===== config.mk =====
export PLATFORM = sky130hd
export DESIGN_NAME = armController
export DESIGN_NICKNAME = d
export VERILOG_FILES = /design/src/verilog/ctrlPkg.sv /design/src/verilog/instrDecoder.sv /design/src/verilog/condCheck.sv /design/src/verilog/byteMask.sv /design/src/verilog/statusReg.sv /design/src/verilog/armController.sv
export VERILOG_INCLUDE_DIRS = /design/src /design/src/include
export SDC_FILE = /design/constraint.sdc
export NUM_CORES = 1
export LEC_CHECK = 0
export ABC_AREA = 1
export BUFFER_PORTS_ARGS = -buffer_cell sky130_fd_sc_hd__buf_2
export CAP_MARGIN = 40
export CORE_ASPECT_RATIO = 0.6
export CORE_MARGIN = 4
export CORE_UTILIZATION = 50
export CTS_CLUSTER_DIAMETER = 200
export DETAILED_ROUTE_END_ITERATION = 8
export PLACE_DENSITY = 0.87
export SLEW_MARGIN = 15
export SYNTH_ARGS = -nofsm -noshare
export SYNTH_HDL_FRONTEND = slang
export SYNTH_HIERARCHICAL = 1
export SYNTH_SLANG_ARGS = --single-unit

===== constraint.sdc =====
create_clock -name clk -period 2.4 [get_ports clk]
set_input_delay 0.12 -clock clk [delete_from_list [all_inputs] [get_ports clk]]
set_output_delay 0.12 -clock clk [all_outputs]
set_load 0.01 [all_outputs]

===== src/include/ctrl_defs.svh =====
`ifndef CTRL_DEFS_SVH
`define CTRL_DEFS_SVH

// ALU opcodes used outside data processing
`define CTRL_OP_ADD    4'b0100  // Loads and stores with U set, branches
`define CTRL_OP_SUB    4'b0010  // Loads and stores with U clear
`define CTRL_OP_MOV    4'b1101  // BX passes Rm through to the PC

// Condition field codes, bits 31:28
`define CTRL_COND_EQ   4'b0000
`define CTRL_COND_NE   4'b0001
`define CTRL_COND_CS   4'b0010
`define CTRL_COND_CC   4'b0011
`define CTRL_COND_MI   4'b0100
`define CTRL_COND_PL   4'b0101
`define CTRL_COND_VS   4'b0110
`define CTRL_COND_VC   4'b0111
`define CTRL_COND_HI   4'b1000
`define CTRL_COND_LS   4'b1001
`define CTRL_COND_GE   4'b1010
`define CTRL_COND_LT   4'b1011
`define CTRL_COND_GT   4'b1100
`define CTRL_COND_LE   4'b1101
`define CTRL_COND_AL   4'b1110

`define CTRL_PSR_W     12       // Flags, undef bit, mode field

`define CTRL_VEC_UNDEF 7'h04    // Undefined instruction vector
`define CTRL_VEC_NONE  7'h00

`endif


===== src/verilog/ctrlPkg.sv =====
package ctrlPkg;

  // ========================================
  // Condition flags
  // ========================================
  typedef struct packed {
    logic n;  // Negative
    logic z;  // Zero
    logic c;  // Carry
    logic v;  // Overflow
  } flagsT;

  // ========================================
  // Decode stage bundle
  // ========================================
  typedef struct packed {
    logic [1:0] regSrc;    // Register file read port selects
    logic [1:0] immSrc;    // Immediate extension format
    logic       aluSrc;    // ALU B from immediate
    logic       memtoReg;  // Result from memory
    logic       regWrite;
    logic       memWrite;
    logic       branch;    // B or BX
    logic       aluOp;     // Data processing, opcode from bits 24:21
    logic       bx;
    logic       halfword;  // Halfword family encoding
  } decodeCtrlT;

  // ========================================
  // Payloads of the stage registers
  // ========================================
  typedef struct packed {
    logic       aluSrc;
    logic       memtoReg;
    logic       regWrite;
    logic       memWrite;
    logic       branch;
    logic [3:0] aluControl;
    logic [1:0] flagWrite;   // Bit 1 for N and Z, bit 0 for C and V
    logic       pcSrc;
    logic [3:0] cond;
    logic       byteAccess;  // LDRB, STRB, LDRSB
    logic       loadHalf;    // 16-bit access length
    logic       undef;
  } exCtrlT;

  typedef struct packed {
    logic       memWrite;
    logic       memtoReg;
    logic       regWrite;
    logic       pcSrc;
    logic [3:0] byteMask;    // Byte-lane write enables
    logic [1:0] byteOffset;  // Address low bits for load extraction
    logic       loadByte;
    logic       writeHalf;
    logic       undef;
  } memCtrlT;

  typedef struct packed {
    logic       memtoReg;
    logic       regWrite;
    logic       pcSrc;
    logic       loadByte;
    logic [1:0] byteOffset;
    logic       writeHalf;
    logic       undef;
  } wbCtrlT;

  // Flags in flight from E to W
  typedef struct packed {
    flagsT flags;
    logic  set;  // Flags were written by a passing instruction
  } flagUpdT;

endpackage


===== src/verilog/instrDecoder.sv =====
`timescale 1ns/100ps
`include "ctrl_defs.svh"

module instrDecoder (
  input  logic [31:0]         instrD,
  output ctrlPkg::decodeCtrlT ctrlD,
  output logic [3:0]          aluControlD,
  output logic [1:0]          flagWriteD,
  output logic                pcSrcD,
  output logic                byteAccessD,
  output logic                loadHalfD,
  output logic                undefD
);

  logic isHalfFam;  // LDRH, STRH, LDRSB, LDRSH
  logic isMul;      // MUL and MLA
  logic isLongMul;  // UMULL and friends, not supported
  logic isBx;
  logic memAccess;

  assign isHalfFam = (instrD[27:25] == 3'b000) & instrD[7] & instrD[4] &
                     (instrD[6:5] != 2'b00);
  assign isMul     = (instrD[27:22] == 6'b000000) & (instrD[7:4] == 4'b1001);
  assign isLongMul = (instrD[27:23] == 5'b00001) & (instrD[7:4] == 4'b1001);
  assign isBx      = (instrD[27:4] == 24'h12_FFF1);

  // ========================================
  // Main control bundle
  // ========================================
  always_comb begin
    ctrlD  = '0;  // Unused encodings write nothing
    undefD = 1'b0;
    case (instrD[27:26])
      2'b00: begin
        if (instrD[25]) begin  // Data processing immediate
          ctrlD.aluSrc   = 1'b1;
          ctrlD.regWrite = 1'b1;
          ctrlD.aluOp    = 1'b1;
        end else if (isMul) begin
          ctrlD.regWrite = 1'b1;  // Result from multiplier
        end else if (isLongMul) begin
          undefD = 1'b1;
        end else if (isHalfFam) begin
          ctrlD.immSrc   = 2'b11;       // Split 8-bit offset
          ctrlD.aluSrc   = instrD[22];  // Immediate offset form
          ctrlD.halfword = 1'b1;
          if (instrD[20]) begin
            ctrlD.memtoReg = 1'b1;
            ctrlD.regWrite = 1'b1;
          end else begin
            ctrlD.regSrc   = 2'b10;  // Read Rd as store data
            ctrlD.memWrite = 1'b1;
          end
        end else if (isBx) begin
          ctrlD.regSrc = 2'b01;
          ctrlD.branch = 1'b1;
          ctrlD.bx     = 1'b1;
        end else begin  // Data processing register
          ctrlD.regWrite = 1'b1;
          ctrlD.aluOp    = 1'b1;
        end
      end
      2'b01: begin
        if (instrD[25] & instrD[4]) begin
          undefD = 1'b1;  // Register-shifted offset is undefined here
        end else begin
          ctrlD.immSrc = 2'b01;        // 12-bit offset
          ctrlD.aluSrc = ~instrD[25];  // I bit clear means immediate
          if (instrD[20]) begin
            ctrlD.memtoReg = 1'b1;
            ctrlD.regWrite = 1'b1;
          end else begin
            ctrlD.regSrc   = 2'b10;
            ctrlD.memWrite = 1'b1;
          end
        end
      end
      2'b10: begin  // B
        ctrlD.regSrc = 2'b01;  // PC as Rn
        ctrlD.immSrc = 2'b10;  // 24-bit word offset
        ctrlD.aluSrc = 1'b1;
        ctrlD.branch = 1'b1;
      end
      default: undefD = 1'b1;  // Coprocessor and SWI space
    endcase
  end

  // ========================================
  // ALU control and flag writes
  // ========================================
  assign memAccess = (instrD[27:26] == 2'b01) | ctrlD.halfword;

  always_comb begin
    aluControlD = `CTRL_OP_ADD;  // Branch target add by default
    flagWriteD  = 2'b00;
    if (ctrlD.aluOp) begin
      aluControlD = instrD[24:21];
      flagWriteD  = {2{instrD[20]}};  // S bit
    end else if (memAccess) begin
      aluControlD = instrD[23] ? `CTRL_OP_ADD : `CTRL_OP_SUB;  // U bit
    end else if (ctrlD.bx) begin
      aluControlD = `CTRL_OP_MOV;
    end else if (isMul) begin
      flagWriteD = {instrD[20], 1'b0};  // MULS sets N and Z only
    end
  end

  // Writes to r15 and branches redirect fetch
  assign pcSrcD = (ctrlD.regWrite & ~isMul & (instrD[15:12] == 4'hF)) | ctrlD.branch;

  assign byteAccessD = ((instrD[27:26] == 2'b01) & instrD[22]) |  // B bit
                       (isHalfFam & ~instrD[5]);                  // LDRSB
  assign loadHalfD   = isHalfFam & instrD[5];                     // H bit

endmodule


===== src/verilog/condCheck.sv =====
`timescale 1ns/100ps
`include "ctrl_defs.svh"

module condCheck (
  input  logic [3:0]     cond,
  input  ctrlPkg::flagsT flagsIn,   // Forwarded flags
  input  ctrlPkg::flagsT aluFlags,
  input  logic [1:0]     flagWrite,
  output logic           condEx,
  output ctrlPkg::flagsT flagsNext
);

  logic updNz;
  logic updCv;

  // ========================================
  // Condition evaluation
  // ========================================
  always_comb begin
    case (cond)
      `CTRL_COND_EQ: condEx = flagsIn.z;
      `CTRL_COND_NE: condEx = ~flagsIn.z;
      `CTRL_COND_CS: condEx = flagsIn.c;
      `CTRL_COND_CC: condEx = ~flagsIn.c;
      `CTRL_COND_MI: condEx = flagsIn.n;
      `CTRL_COND_PL: condEx = ~flagsIn.n;
      `CTRL_COND_VS: condEx = flagsIn.v;
      `CTRL_COND_VC: condEx = ~flagsIn.v;
      `CTRL_COND_HI: condEx = flagsIn.c & ~flagsIn.z;   // Unsigned higher
      `CTRL_COND_LS: condEx = ~flagsIn.c | flagsIn.z;
      `CTRL_COND_GE: condEx = (flagsIn.n == flagsIn.v);  // Signed compares
      `CTRL_COND_LT: condEx = (flagsIn.n != flagsIn.v);
      `CTRL_COND_GT: condEx = ~flagsIn.z & (flagsIn.n == flagsIn.v);
      `CTRL_COND_LE: condEx = flagsIn.z | (flagsIn.n != flagsIn.v);
      `CTRL_COND_AL: condEx = 1'b1;
      default:       condEx = 1'b0;  // 1111 never executes here
    endcase
  end

  // ========================================
  // Flag merge
  // ========================================
  assign updNz = condEx & flagWrite[1];
  assign updCv = condEx & flagWrite[0];

  // Untouched flags keep their forwarded value
  assign flagsNext.n = updNz ? aluFlags.n : flagsIn.n;
  assign flagsNext.z = updNz ? aluFlags.z : flagsIn.z;
  assign flagsNext.c = updCv ? aluFlags.c : flagsIn.c;
  assign flagsNext.v = updCv ? aluFlags.v : flagsIn.v;

endmodule


===== src/verilog/byteMask.sv =====
`timescale 1ns/100ps

module byteMask (
  input  logic       byteAccess,
  input  logic       halfAccess,
  input  logic [1:0] addrLow,  // Low bits of the ALU address
  output logic [3:0] mask
);

  // Little-endian lanes, lane 0 is bits 7:0
  always_comb begin
    if (byteAccess) begin
      case (addrLow)
        2'b00:   mask = 4'b0001;
        2'b01:   mask = 4'b0010;
        2'b10:   mask = 4'b0100;
        default: mask = 4'b1000;
      endcase
    end else if (halfAccess) begin
      mask = addrLow[1] ? 4'b1100 : 4'b0011;  // Bit 0 ignored
    end else begin
      mask = 4'b1111;  // Word
    end
  end

endmodule


===== src/verilog/statusReg.sv =====
`timescale 1ns/100ps
`include "ctrl_defs.svh"

module statusReg (
  input  logic                   clk,
  input  logic                   rstN,
  input  logic                   en,       // W stage not stalled
  input  ctrlPkg::flagUpdT       flagUpd,
  input  logic                   undef,
  output logic [`CTRL_PSR_W-1:0] psr,
  output logic [6:0]             vector
);

  localparam logic [4:0] ModeSvc = 5'b10011;  // Mode out of reset
  localparam logic [4:0] ModeUnd = 5'b11011;

  ctrlPkg::flagsT flags;
  logic           undefMode;  // Sticky until reset
  logic [4:0]     mode;

  always_ff @(posedge clk or negedge rstN) begin
    if (!rstN) begin
      flags     <= '0;
      undefMode <= 1'b0;
      mode      <= ModeSvc;
      vector    <= `CTRL_VEC_NONE;
    end else begin
      vector <= (en & undef) ? `CTRL_VEC_UNDEF : `CTRL_VEC_NONE;  // One-cycle pulse
      if (en) begin
        if (flagUpd.set) flags <= flagUpd.flags;  // Commit W flags
        if (undef) begin
          undefMode <= 1'b1;
          mode      <= ModeUnd;
        end
      end
    end
  end

  // Flags on top, then undef bit, two reserved bits and mode
  assign psr = {flags, undefMode, 2'b00, mode};

endmodule


===== src/verilog/armController.sv =====
`timescale 1ns/100ps
`include "ctrl_defs.svh"

module armController (
  input  logic                   clk,
  input  logic                   rstN,
  input  logic [31:0]            instrD,
  input  ctrlPkg::flagsT         aluFlagsE,
  input  logic [1:0]             aluAddrE,   // ALU result bits 1:0
  input  logic                   stallE,
  input  logic                   flushE,
  input  logic                   stallM,
  input  logic                   stallW,
  input  logic                   flushW,
  output logic [1:0]             regSrcD,
  output logic [1:0]             immSrcD,
  output logic                   aluSrcE,
  output logic                   branchTakenE,
  output logic                   memtoRegE,  // To hazard unit
  output logic [3:0]             aluControlE,
  output ctrlPkg::memCtrlT       memCtrlM,
  output ctrlPkg::wbCtrlT        wbCtrlW,
  output logic [`CTRL_PSR_W-1:0] psrW,
  output logic [6:0]             vectorW,
  output logic                   pcWrPendingF
);

  ctrlPkg::decodeCtrlT ctrlD;
  logic [3:0]          aluControlD;
  logic [1:0]          flagWriteD;
  logic                pcSrcD, byteAccessD, loadHalfD, undefD;
  ctrlPkg::exCtrlT     exCtrlD, exCtrlE;

  ctrlPkg::flagsT      flagsFwdE, flagsNextE;
  logic                condExE;
  logic                flagOnlyE;  // TST, TEQ, CMP, CMN
  logic [3:0]          byteMaskE;
  ctrlPkg::memCtrlT    memCtrlE;
  ctrlPkg::flagUpdT    flagUpdE, flagUpdM, flagUpdW;
  ctrlPkg::wbCtrlT     wbCtrlM;

  // ========================================
  // Decode
  // ========================================
  instrDecoder instrDecoder_inst (
    .instrD      (instrD),
    .ctrlD       (ctrlD),
    .aluControlD (aluControlD),
    .flagWriteD  (flagWriteD),
    .pcSrcD      (pcSrcD),
    .byteAccessD (byteAccessD),
    .loadHalfD   (loadHalfD),
    .undefD      (undefD)
  );

  assign regSrcD = ctrlD.regSrc;
  assign immSrcD = ctrlD.immSrc;

  always_comb begin
    exCtrlD.aluSrc     = ctrlD.aluSrc;
    exCtrlD.memtoReg   = ctrlD.memtoReg;
    exCtrlD.regWrite   = ctrlD.regWrite;
    exCtrlD.memWrite   = ctrlD.memWrite;
    exCtrlD.branch     = ctrlD.branch;
    exCtrlD.aluControl = aluControlD;
    exCtrlD.flagWrite  = flagWriteD;
    exCtrlD.pcSrc      = pcSrcD;
    exCtrlD.cond       = instrD[31:28];
    exCtrlD.byteAccess = byteAccessD;
    exCtrlD.loadHalf   = loadHalfD;
    exCtrlD.undef      = undefD;
  end

  // D/E register, flush wins over stall
  always_ff @(posedge clk or negedge rstN) begin
    if (!rstN)        exCtrlE <= '0;
    else if (flushE)  exCtrlE <= '0;      // Bubble
    else if (!stallE) exCtrlE <= exCtrlD;
  end

  // ========================================
  // Execute
  // ========================================
  // Youngest pending update wins, then the committed flags
  assign flagsFwdE = flagUpdM.set ? flagUpdM.flags :
                     flagUpdW.set ? flagUpdW.flags :
                     ctrlPkg::flagsT'(psrW[`CTRL_PSR_W-1 -: 4]);

  condCheck condCheck_inst (
    .cond      (exCtrlE.cond),
    .flagsIn   (flagsFwdE),
    .aluFlags  (aluFlagsE),
    .flagWrite (exCtrlE.flagWrite),
    .condEx    (condExE),
    .flagsNext (flagsNextE)
  );

  byteMask byteMask_inst (
    .byteAccess (exCtrlE.byteAccess),
    .halfAccess (exCtrlE.loadHalf),
    .addrLow    (aluAddrE),
    .mask       (byteMaskE)
  );

  assign aluSrcE      = exCtrlE.aluSrc;
  assign aluControlE  = exCtrlE.aluControl;
  assign memtoRegE    = exCtrlE.memtoReg;
  assign branchTakenE = exCtrlE.branch & condExE;

  // Compare and test opcodes only touch flags
  assign flagOnlyE = (exCtrlE.aluControl[3:2] == 2'b10);

  always_comb begin
    memCtrlE.memWrite   = exCtrlE.memWrite & condExE;
    memCtrlE.memtoReg   = exCtrlE.memtoReg;
    memCtrlE.regWrite   = exCtrlE.regWrite & condExE & ~flagOnlyE;
    memCtrlE.pcSrc      = exCtrlE.pcSrc & condExE;
    memCtrlE.byteMask   = byteMaskE;
    memCtrlE.byteOffset = aluAddrE;
    memCtrlE.loadByte   = exCtrlE.byteAccess;
    memCtrlE.writeHalf  = exCtrlE.loadHalf;
    memCtrlE.undef      = exCtrlE.undef & condExE;  // Skipped instructions never trap
  end

  assign flagUpdE.flags = flagsNextE;
  assign flagUpdE.set   = condExE & (|exCtrlE.flagWrite);

  // E/M register, no clear
  always_ff @(posedge clk or negedge rstN) begin
    if (!rstN) begin
      memCtrlM <= '0;
      flagUpdM <= '0;
    end else if (!stallM) begin
      memCtrlM <= memCtrlE;
      flagUpdM <= flagUpdE;
    end
  end

  // ========================================
  // Memory
  // ========================================
  always_comb begin
    wbCtrlM.memtoReg   = memCtrlM.memtoReg;
    wbCtrlM.regWrite   = memCtrlM.regWrite;
    wbCtrlM.pcSrc      = memCtrlM.pcSrc;
    wbCtrlM.loadByte   = memCtrlM.loadByte;
    wbCtrlM.byteOffset = memCtrlM.byteOffset;
    wbCtrlM.writeHalf  = memCtrlM.writeHalf;
    wbCtrlM.undef      = memCtrlM.undef;
  end

  // M/W register
  always_ff @(posedge clk or negedge rstN) begin
    if (!rstN) begin
      wbCtrlW  <= '0;
      flagUpdW <= '0;
    end else if (flushW) begin
      wbCtrlW  <= '0;
      flagUpdW <= '0;
    end else if (!stallW) begin
      wbCtrlW  <= wbCtrlM;
      flagUpdW <= flagUpdM;
    end
  end

  // ========================================
  // Writeback
  // ========================================
  statusReg statusReg_inst (
    .clk     (clk),
    .rstN    (rstN),
    .en      (~stallW),
    .flagUpd (flagUpdW),
    .undef   (wbCtrlW.undef),
    .psr     (psrW),
    .vector  (vectorW)
  );

  // Fetch must wait while any PC write is in flight
  assign pcWrPendingF = pcSrcD | exCtrlE.pcSrc | memCtrlM.pcSrc;

endmodule


==> impl_metrics.toml <==
[run_status]
status = "finished clean"

[drt]
met3_length_um = 697
dr_wl_met2_um = 3780
initialDrtViolationCount = 219
detail_route.wl_per_cell_um = 13.1
wl_met1_um = 3810
first_pass_iters = 5
drc = 0
wirelength_um = 8370
via_per_inst = 5.14
top_layer = "met4"
via_count = 3297
final_antenna_net_count = 0

[synth]
syn-mean-instance-area_sq_um = 6.96
syn_area_sq_um = 3330
yosysWarnings = 6
syn-instance-count = 478

[die]
die_area_sq_um = 8060
start_util_pct = 53.0
rows = 22
core_sq_um = 6280
die_w_um = 113
die_y_um = 71.2
io_pins = 97

[critical_path]
cp_top_family = "simple AND/OR/NAND/NOR gates"
cp_max_fo = 9
worst_setup_path_end_kind = "output port"
r2r_cells = 15
slowest_delay_ns = 0.46
crit_path_end = "branchTakenE"
cp_common_cell = "nand2_1"
reg2reg_from = "flagUpdW[0]"
cp.depth = 14
crit_path_cell_trace = "buf_4 -> nand2_1 -> nand3_1 -> nand2_2 -> inv_1 -> nand2_1 -> nand2_1 -> nand3_1 -> nand3_1 -> nor2_1 -> nand2_4 -> nand2_1 -> inv_1 -> buf_2"
reg2reg_to = "memCtrlM[12]"
cp.buffers_inverters = 4
startpoint = "flagUpdW[0]"
crit_type = "flip-flop to output port"
cp-start-kind = "flip-flop"
r2r_slack_ns = 0.33
required_ns = 2.28
worstPathArrival_ns = 2.19
crit_path_top_delay_cell = "dfrtp_2"

[timing]
relSlewSlack_pct = 65.6
skew_ns = 0.00956
setup_ws_ns = 0.0861
finalMaxSlewViolations = 0
period_needed_ns = 2.31
setup_viol = 0
worstMarginPinSlew_ns = 0.516
fmax_mhz = 432
hold_violations = 0
min_period_over_period_pct = 96.4
fin_hold_ws_ns = 0.00710

[placement]
dp.final_hpwl_um = 6460
dp_worst_setup_slack_ns = 0.302
dpl.cell_count = 626
io_buffers = 80
gp_congestion = 0.953

[job]
maxCapViolations = 0

[global_route]
grtUsageTotal_pct = 20.4
grt_pass1_vias = 3033
grt.overflow.total = 0
grt_max_degree = 38
grt_pass1_wl_um = 13500
antenna_found_initial = 0

[power_and_ir_drop]
ir_drop_v = 0.000282
power.density_nw_per_um2 = 483
leakagePower_nw = 2.24

[clocking]
cts_made_buffers = 5
numClockSinks = 56
h-tree-depth = 2
clk_path_buf_depth = 2
cts_tree = "done"
root_buffer = "clkbuf_8"
clk_latency_ns = 0.32
path_clk_slew_ns = 0.11

[final_layout]
drive_above_1_share_pct = 23.3
n_antenna_cell = 0
seqCellArea_sq_um = 1400
nFillCells = 573
stdcell_count = 641
area_growth_pct = 15.4
nNetsFinal = 601
multi_input_area_sq_um = 1570

[min_path]
holdCritPathClass = "primary input to flip-flop"
min_path_cells = 3
## layout by cell type (no fill, tap or decap), drive strengths merged
master	n
nand2	212
buf	85
dfrtp	56
nand3	53
inv	53
nor2	42
o21ai	19
conb	12
clkbuf	5
a21oi	5
nand4	4
dlygate4sd3	3
and3	2
clkinv	1
clkinvlp	1
nand3b	1
nor3	1
nor4	1
o22ai	1
## cell type report
class | count | share of cell area [%]
clock buffer | 5 | 1.79
clock inverter | 3 | 0.652
inverter | 52 | 5.09
multi-input combinational | 353 | 41.0
sequential | 56 | 36.6
tap | 84 | 2.74
timing repair buffer | 88 | 12.2
## how the worst min path moves through the flow
| stage | startpoint | end | slack [ns] |
|---|---|---|---|
| 2_1_floorplan | rstN | aluControlE[0] | -0.18 |
| 3_3_place_gp | rstN | memCtrlM[5] | 0.08 |
| 3_5_place_dp | rstN | memCtrlM[6] | 0.08 |
| 4_1_cts | instrD[28] | exCtrlE[3] | 0.002 |
| 5_1_grt | instrD[29] | exCtrlE[4] | 0.03 |
| 6_report | instrD[28] | exCtrlE[3] | 0.007 |
## timing repair
item / CTS / global route
setup endpoints to repair: 0 / 2
buffers inserted: 0 / 4
hold endpoints to repair: 21 / 0
hold buffers: 3 / 0
gates resized for setup: 0 / 5
## per-stage QoR
step	TNS, ns	utilization [%]	power (W)	cell area [sq um]
floorplan	0	-	0.00121	3360
global placement	0	58.5	0.00130	3670
detailed placement	0	58.5	0.00132	3670
CTS	0	60.5	0.00186	3800
global route	-0.0311	61.1	0.00195	3840
finish	0	61.1	0.00185	3840
## registers in the layout (all words and copies together) (netlist names)
| register | count |
|---|---|
| memCtrlM | 13 |
| flagUpdW | 5 |
| exCtrlE | 13 |
| statusReg_inst/undefMode | 1 |
| aluSrcE | 1 |
| statusReg_inst/psr | 4 |
| wbCtrlW | 8 |
| aluControlE | 4 |
| statusReg_inst/vector | 1 |
| memtoRegE | 1 |
| flagUpdM | 5 |
## routing by layer
metal,up-vias,global-route usage (%)
li1,1605,-
met1,1542,28.6
met2,138,32.4
met3,12,5.47
met4,0,3.73
met5,-,0
## worst register-to-register path: cells and delay by family, from the launching register on
kind          cells  cell delay, ns
simple gates     12            1.17
flops             1            0.46
buf+inv           3            0.33
## power breakdown
group	total, W	leakage [nW]	internal (W)	switching, W
clock	0.000545	0.0452	0.000214	0.000332
combinational	0.000303	1.44	0.0000980	0.000205
sequential	0.00100	0.749	0.000976	0.0000274
total	0.00185	2.24	0.00129	0.000564
No activity file was read; power rests on OpenSTA's default activity.
